`config.mk`:
```
export PLATFORM = sky130hd
export DESIGN_NAME = dot_display_top
export DESIGN_NICKNAME = d
export VERILOG_FILES = /design/src/hdl/dot_pkg.sv /design/src/hdl/glyph_rom.sv /design/src/hdl/matrix_scan.sv /design/src/hdl/scene_latch.sv /design/src/hdl/dot_display_top.sv
export SDC_FILE = /design/constraint.sdc
export NUM_CORES = 1
export LEC_CHECK = 0
export BUFFER_PORTS_ARGS = -buffer_cell sky130_fd_sc_hd__buf_2
export CAP_MARGIN = 20
export CORE_ASPECT_RATIO = 1.4
export CORE_MARGIN = 10
export CORE_UTILIZATION = 50
export DETAILED_ROUTE_END_ITERATION = 10
export PLACE_DENSITY = 0.72
export REMOVE_ABC_BUFFERS = 1
export SYNTH_ARGS = -nofsm -noshare
export SYNTH_HDL_FRONTEND = slang
export SYNTH_SLANG_ARGS = --single-unit
```
`constraint.sdc`:
```
create_clock -name clk -period 2.9 [get_ports clk]
set_clock_uncertainty 0.15 [all_clocks]
set_input_delay 0.29 -clock clk [delete_from_list [all_inputs] [get_ports clk]]
set_output_delay 0.29 -clock clk [all_outputs]
set_load 0.005 [all_outputs]
```
`src/hdl/dot_pkg.sv`:
```
package dot_pkg;

    // matrix geometry, rows and columns alike
    localparam int ROWS = 8;

    // clocks per displayed row, small for simulation
    // (on the board this gives the 1 kHz row rate)
    localparam int SCAN_DIV = 4;

    localparam int SCAN_W = (SCAN_DIV > 1) ? $clog2(SCAN_DIV) : 1;
    localparam logic [SCAN_W-1:0] SCAN_LAST = SCAN_W'(SCAN_DIV - 1);

    // row lines are active low
    localparam logic [ROWS-1:0] ROW_OFF = '1;

    typedef logic [$clog2(ROWS)-1:0] row_idx_t;

    typedef struct packed {
        logic [3:0] scene;  // picture code, 12..15 blank
        logic       fail;   // game lost
    } scene_cmd_t;

endpackage

```
`src/hdl/glyph_rom.sv`:
```
`timescale 1ns/10ps

module glyph_rom
(
    input  dot_pkg::scene_cmd_t        sel,
    input  dot_pkg::row_idx_t          row_idx,
    output logic [dot_pkg::ROWS-1:0]   green,
    output logic [dot_pkg::ROWS-1:0]   red
);

    logic [dot_pkg::ROWS-1:0] g_pic;
    logic [dot_pkg::ROWS-1:0] r_pic;
    logic                     copy_g;

    // green pictures, stage levels and the like
    always_comb
    begin
        g_pic = '0;
        case (sel.scene)
            4'd0:
                case (row_idx)
                    3'd2, 3'd5: g_pic = 8'b0001_1000;
                    3'd3, 3'd4: g_pic = 8'b0011_1100;
                    default:    g_pic = 8'b0000_0000;
                endcase
            4'd1:
                case (row_idx)
                    3'd2, 3'd5: g_pic = 8'b0011_1000;
                    3'd3, 3'd4: g_pic = 8'b0111_1100;
                    default:    g_pic = 8'b0000_0000;
                endcase
            4'd2:
                case (row_idx)
                    3'd2, 3'd5: g_pic = 8'b0011_1100;
                    3'd3, 3'd4: g_pic = 8'b0111_1110;
                    default:    g_pic = 8'b0000_0000;
                endcase
            4'd3:
                case (row_idx)
                    3'd1, 3'd6:             g_pic = 8'b0011_1100;
                    3'd2, 3'd3, 3'd4, 3'd5: g_pic = 8'b0111_1110;
                    default:                g_pic = 8'b0000_0000;
                endcase
            4'd4:
                case (row_idx)
                    3'd0, 3'd7: g_pic = 8'b0011_1100;
                    3'd1, 3'd6: g_pic = 8'b0111_1110;
                    default:    g_pic = 8'b1111_1111;
                endcase
            4'd5: g_pic = 8'b1111_1111;  // full square
            4'd6:
                case (row_idx)
                    3'd0: g_pic = 8'b1100_0011;
                    3'd1: g_pic = 8'b1110_0011;
                    3'd2: g_pic = 8'b1111_0001;
                    3'd3: g_pic = 8'b1110_0011;
                    3'd4: g_pic = 8'b1100_0111;
                    3'd5: g_pic = 8'b1110_0111;
                    3'd6: g_pic = 8'b1111_0111;
                    default: g_pic = 8'b1111_1011;
                endcase
            4'd7:
                case (row_idx)
                    3'd1: g_pic = 8'b0000_0001;
                    3'd2: g_pic = 8'b1000_0001;
                    3'd3: g_pic = 8'b1100_0011;
                    3'd4: g_pic = 8'b1000_0011;
                    3'd5: g_pic = 8'b1100_0111;
                    3'd6: g_pic = 8'b1110_0111;
                    3'd7: g_pic = 8'b1111_0011;
                    default: g_pic = 8'b0000_0000;
                endcase
            4'd9:
                case (row_idx)
                    3'd2: g_pic = 8'b0110_0000;
                    3'd3: g_pic = 8'b1111_1100;
                    3'd4: g_pic = 8'b0011_1111;
                    3'd5: g_pic = 8'b0011_1110;
                    3'd6: g_pic = 8'b0001_1100;
                    default: g_pic = 8'b0000_0000;
                endcase
            4'd10:
                case (row_idx)
                    3'd2:       g_pic = 8'b0001_1000;
                    3'd3:       g_pic = 8'b0011_1100;
                    3'd4, 3'd5: g_pic = 8'b0111_1110;
                    3'd6:       g_pic = 8'b0010_0100;
                    default:    g_pic = 8'b0000_0000;
                endcase
            default: g_pic = '0;
        endcase
    end

    // red-only pictures, 8 is the win face and 11 the fail mark
    always_comb
    begin
        r_pic = '0;
        case (sel.scene)
            4'd8:
                case (row_idx)
                    3'd1: r_pic = 8'b0011_1000;
                    3'd2: r_pic = 8'b0100_0100;
                    3'd3: r_pic = 8'b0101_1010;
                    3'd4: r_pic = 8'b0100_1010;
                    3'd5: r_pic = 8'b0011_0010;
                    3'd6: r_pic = 8'b1100_0100;
                    3'd7: r_pic = 8'b0011_1000;
                    default: r_pic = 8'b0000_0000;
                endcase
            4'd11:
                case (row_idx)
                    3'd0: r_pic = 8'b1110_0000;
                    3'd1: r_pic = 8'b0110_0000;
                    3'd2: r_pic = 8'b1110_0000;
                    3'd3: r_pic = 8'b0011_0000;
                    3'd4: r_pic = 8'b0011_0001;
                    3'd5: r_pic = 8'b0011_0011;
                    3'd6: r_pic = 8'b0011_1110;
                    default: r_pic = 8'b0001_1100;
                endcase
            default: r_pic = '0;
        endcase
    end

    // which scenes mirror green into red, making them yellow
    always_comb
    begin
        if (sel.fail)
            copy_g = (sel.scene == 4'd6) || (sel.scene == 4'd7) || (sel.scene == 4'd9);
        else
            copy_g = (sel.scene <= 4'd7) || (sel.scene == 4'd9);
    end

    assign green = g_pic;
    assign red   = r_pic | (copy_g ? g_pic : '0);  // r_pic and g_pic never overlap

endmodule

```
`src/hdl/matrix_scan.sv`:
```
`timescale 1ns/10ps

module matrix_scan
(
    input  logic                       clk,
    input  logic                       rst,
    input  logic                       st,
    input  dot_pkg::scene_cmd_t        cur,
    output logic [dot_pkg::ROWS-1:0]   row,
    output logic [dot_pkg::ROWS-1:0]   colg,
    output logic [dot_pkg::ROWS-1:0]   colr
);

    logic [dot_pkg::SCAN_W-1:0] presc;
    dot_pkg::row_idx_t          row_cnt;
    logic [dot_pkg::ROWS-1:0]   strobe;
    logic [dot_pkg::ROWS-1:0]   green;
    logic [dot_pkg::ROWS-1:0]   red;

    glyph_rom glyph_rom_inst
    (
        .sel     (cur),
        .row_idx (row_cnt),
        .green   (green),
        .red     (red)
    );

    // row prescaler and counter, held at zero while blanked
    always_ff @(posedge clk or posedge rst)
    begin
        if (rst)
        begin
            presc   <= '0;
            row_cnt <= '0;
        end
        else if (!st)
        begin
            presc   <= '0;
            row_cnt <= '0;
        end
        else if (presc == dot_pkg::SCAN_LAST)
        begin
            presc   <= '0;
            row_cnt <= row_cnt + 1'b1;  // wraps 7 -> 0
        end
        else
        begin
            presc <= presc + 1'b1;
        end
    end

    // one low bit for the active row
    always_comb
    begin
        strobe          = dot_pkg::ROW_OFF;
        strobe[row_cnt] = 1'b0;
    end

    // strobe and columns taken from the same count on the same edge
    always_ff @(posedge clk or posedge rst)
    begin
        if (rst)
        begin
            row  <= dot_pkg::ROW_OFF;
            colg <= '0;
            colr <= '0;
        end
        else if (!st)
        begin
            row  <= dot_pkg::ROW_OFF;
            colg <= '0;
            colr <= '0;
        end
        else
        begin
            row  <= strobe;
            colg <= green;
            colr <= red;
        end
    end

endmodule

```
`src/hdl/scene_latch.sv`:
```
`timescale 1ns/10ps

module scene_latch
(
    input  logic                clk,
    input  logic                rst,
    input  logic                cmd_req,
    input  dot_pkg::scene_cmd_t cmd,
    output logic                cmd_ack,
    output dot_pkg::scene_cmd_t cur
);

    typedef enum logic
    {
        IDLE  = 1'b0,
        ACKED = 1'b1
    } state_t;

    state_t state;

    // four-phase receiver
    always_ff @(posedge clk or posedge rst)
    begin
        if (rst)
        begin
            state <= IDLE;
        end
        else
        begin
            case (state)
                IDLE:
                begin
                    if (cmd_req)
                        state <= ACKED;
                end
                ACKED:
                begin
                    if (!cmd_req)
                        state <= IDLE;  // host released, ready for next
                end
                default: state <= IDLE;
            endcase
        end
    end

    // capture only on the idle -> acked edge
    always_ff @(posedge clk or posedge rst)
    begin
        if (rst)
            cur <= '0;
        else if (state == IDLE && cmd_req)
            cur <= cmd;
    end

    assign cmd_ack = (state == ACKED);

endmodule

```
`src/hdl/dot_display_top.sv`:
```
`timescale 1ns/10ps

module dot_display_top
(
    input  logic                       clk,
    input  logic                       rst,
    input  logic                       st,
    input  logic                       cmd_req,
    input  dot_pkg::scene_cmd_t        cmd,
    output logic                       cmd_ack,
    output logic [dot_pkg::ROWS-1:0]   row,
    output logic [dot_pkg::ROWS-1:0]   colg,
    output logic [dot_pkg::ROWS-1:0]   colr
);

    dot_pkg::scene_cmd_t cur;  // scene on display

    scene_latch scene_latch_inst
    (
        .clk     (clk),
        .rst     (rst),
        .cmd_req (cmd_req),
        .cmd     (cmd),
        .cmd_ack (cmd_ack),
        .cur     (cur)
    );

    matrix_scan matrix_scan_inst
    (
        .clk  (clk),
        .rst  (rst),
        .st   (st),
        .cur  (cur),
        .row  (row),
        .colg (colg),
        .colr (colr)
    );

endmodule

```
==> results.json <==
{
  "synth-seq-area-share": 0.423,
  "post_cts.resized_instances": 0,
  "chipHeight_um": 96.6,
  "endpoint_kind": "register",
  "timing.critical_path.required_ps": 2890,
  "wirelength_mm": 5.44,
  "antennaDiodeCount": 0,
  "dominant_synthesized_flop_cell": "sky130_fd_sc_hd__dfrtp_1",
  "worstMarginPinSlew_ps": 636,
  "netlist.area_leader.share": 0.323,
  "grt_pass1_wl_mm": 8.75,
  "timing.critical_path.slowest_stage_cell": "sky130_fd_sc_hd__dfrtp_1",
  "layout.cells.non_filler": 302,
  "grt_start_max_net_pins": 36,
  "power_density_mw_per_mm2": 529,
  "run_status": "finished, final reports clean",
  "hold_buffers": 2,
  "drv.max_cap_violation_count": 0,
  "final_core_util": 0.607,
  "cts.htree.levels": 2,
  "cp_num_buf_inv": 2,
  "critical-path-top-delay-family": "compound AO/OA/AOI/OAI gates",
  "worst_hold_path_type": "input port to register",
  "async_reset_ff_frac": 1.00,
  "grt_util_all_layers": 0.158,
  "postSynthCellCount": 228,
  "synth_area_leader_cell": "sky130_fd_sc_hd__dfrtp_1",
  "max_freq_ghz": 0.373,
  "slowest_delay_ps": 550,
  "clk_latency_ps": 290,
  "most_used_cells_in_the_layout_excluding_fill_and_tap_cells": "sky130_fd_sc_hd__buf_2 (33), sky130_fd_sc_hd__dfrtp_1 (27), sky130_fd_sc_hd__nand2_1 (23)",
  "postCtsSetupRepairBufs": 0,
  "timing.critical_path.cells": "inv_1, ha_1, buf_4, o21a_1, or4_1, a221oi_1, o21ai_0",
  "fin_crit_sh": 0.926,
  "num_rows": 27,
  "crit_fanout": 11,
  "core_mm2": 0.00399,
  "synth_enable_flop_cells": 0,
  "timing.hold.ws_ps": 54.3,
  "start_kind": "register",
  "cts-buffers-inserted": 5,
  "post_synth_instance_area_mm2": 0.00209,
  "grt_pass1_vias": 1734,
  "number_of_antenna_violations_at_the_first_check_in_global_routing": 0,
  "top_level_ports": 34,
  "finalSetupTns_ps": 0,
  "num_vias": 1820,
  "dp_hpwl_mm": 3.92,
  "synth.yosys.warnings": 0,
  "antenna_left": 0,
  "synth.avg_cell_area_um2": 9.18,
  "layout.cells.most_common": "sky130_fd_sc_hd__buf_2",
  "post-route-min-period_ps": 2680,
  "hold_viol": 0,
  "finalSetupViolCount": 0,
  "1st_pass_router_iterations": 5,
  "dp_cells": 292,
  "synth_seq_cells": 35,
  "clock_sinks": 35,
  "synth_top_cells_by_area": "sky130_fd_sc_hd__dfrtp_1 (32%), sky130_fd_sc_hd__dfstp_2 (10%), sky130_fd_sc_hd__ha_1 (5.4%)",
  "crit_arrival_ps": 2680,
  "tritoncts": "built",
  "grt_residual_overflow": 0,
  "fp.dieArea_mm2": 0.00721,
  "area_growth_syn_to_layout_pct": 15.7,
  "yosysUniqueCellTypes": 60,
  "count_of_buffers_from_port_buffering": 33,
  "setup.worst_path.class": "register to register",
  "gp_congestion": 0.991,
  "p_leak_uw": 0.00106,
  "initial_core_util": 0.525,
  "final_net_count": 276,
  "cts_max_path_buffers": 2,
  "detail_route.vias_per_cell": 6.03,
  "detail_route.drc_violations": 0,
  "drv_slew": 0,
  "rsz0062_at_grt": "no",
  "timing.max_slew.rel_slack": 0.573,
  "drt-wirelength-per-cell_um": 18.0,
  "layout-drive-gt1-share": 0.270,
  "cts.root.buffer_cell": "sky130_fd_sc_hd__clkbuf_8",
  "power.ir.vdd_worst_mv": 0.284,
  "die_width_um": 74.7,
  "drtIter0Drc": 131,
  "clk_pin_slew_worst_paths_ps": 70
}
## metrics by stage
stage	instance area (µm²)	total power [µW]	setup slack (ps)
2_1_floorplan	2000	728	470
5_1_grt	2420	1340	56.8
3_3_place_gp	2280	828	354
6_report	2420	1280	216
4_1_cts	2420	1290	279
3_5_place_dp	2280	828	299
## tightest hold or removal path, delay by kind of cell
family | cells | cell delay, ps
AOI/OAI and AO/OA | 1 | 60
and+or+nand+nor | 1 | 30
buffers and inverters | 1 | 70
## cells by family (layout without fill, tap and decap cells)
kind of cell / count (synthesis) / after routing / synth area share
XOR/XNOR: 2 / 2 / 0.00837
flip-flops: 35 / 35 / 0.423
multiplexers: 6 / 6 / 0.0317
AO/OA/AOI/OAI: 61 / 61 / 0.188
buffers and inverters: 28 / 59 / 0.0568
adder cells (fa/ha/maj): 9 / 9 / 0.0538
AND/OR/NAND/NOR: 87 / 87 / 0.238
## cell type report
class,count,area (µm²)
sequential,35,886
multi-input combinational,165,1090
fill,375,1570
timing repair buffer,43,245
tap,43,53.8
inverter,8,30.0
clock inverter,2,35.0
clock buffer,6,82.6
## state kept, by name, indices dropped and copies added (netlist names)
| signal | count |
|---|---|
| matrix_scan_inst.colr | 8 |
| scene_latch_inst.cmd_ack | 1 |
| matrix_scan_inst.presc | 2 |
| matrix_scan_inst.row_cnt | 3 |
| matrix_scan_inst.colg | 8 |
| scene_latch_inst.cur | 5 |
| matrix_scan_inst.row | 8 |
## power by group
group	total [µW]	switching (µW)	leakage (µW)	internal, µW
clock	456	178	0.0000612	278
sequential	563	39.9	0.000443	523
combinational	262	152	0.000556	110
## path summary, 6_finish.rpt
check | start | endpoint | slack, ps | cells past startpoint
max | matrix_scan_inst.row_cnt[1]$_DFFE_PP0P_ | matrix_scan_inst.colr[7]$_DFF_PP0_ | 220 | 7
min | cmd[3] | scene_latch_inst.cur[3]$_DFFE_PP0P_ | 50 | 3
max reg2reg | matrix_scan_inst.row_cnt[1]$_DFFE_PP0P_ | matrix_scan_inst.colr[7]$_DFF_PP0_ | 220 | 7
min reg2reg | matrix_scan_inst.presc[0]$_DFF_PP0_ | matrix_scan_inst.presc[0]$_DFF_PP0_ | 290 | 1
max in group asynchronous | rst | matrix_scan_inst.row[7]$_DFF_PP1_ | 1780 | 4
min in group asynchronous | rst | matrix_scan_inst.colr[7]$_DFF_PP0_ | 490 | 4
## cell usage after synthesis (4+ instances only)
| library cell | count |
|---|---|
| sky130_fd_sc_hd__nor2_1 | 16 |
| sky130_fd_sc_hd__nand2_1 | 23 |
| sky130_fd_sc_hd__o21ai_1 | 5 |
| sky130_fd_sc_hd__clkbuf_1 | 14 |
| sky130_fd_sc_hd__nor2b_1 | 7 |
| sky130_fd_sc_hd__ha_1 | 9 |
| sky130_fd_sc_hd__nand3_1 | 7 |
| sky130_fd_sc_hd__nor4_1 | 4 |
| sky130_fd_sc_hd__o21ai_0 | 20 |
| sky130_fd_sc_hd__mux2_2 | 5 |
| sky130_fd_sc_hd__inv_1 | 8 |
| sky130_fd_sc_hd__buf_2 | 5 |
| sky130_fd_sc_hd__dfstp_2 | 8 |
| sky130_fd_sc_hd__dfrtp_1 | 27 |
| sky130_fd_sc_hd__a21oi_1 | 9 |
## per-layer routing
metal | part of all wire | track usage
met1 | 0.40 | 0.177
met2 | 0.50 | 0.268
met3 | 0.066 | 0.0398
met4 | 0.034 | 0.0839
met5 | 0 | 0
Note: power is estimated with default switching activity, not from simulation.
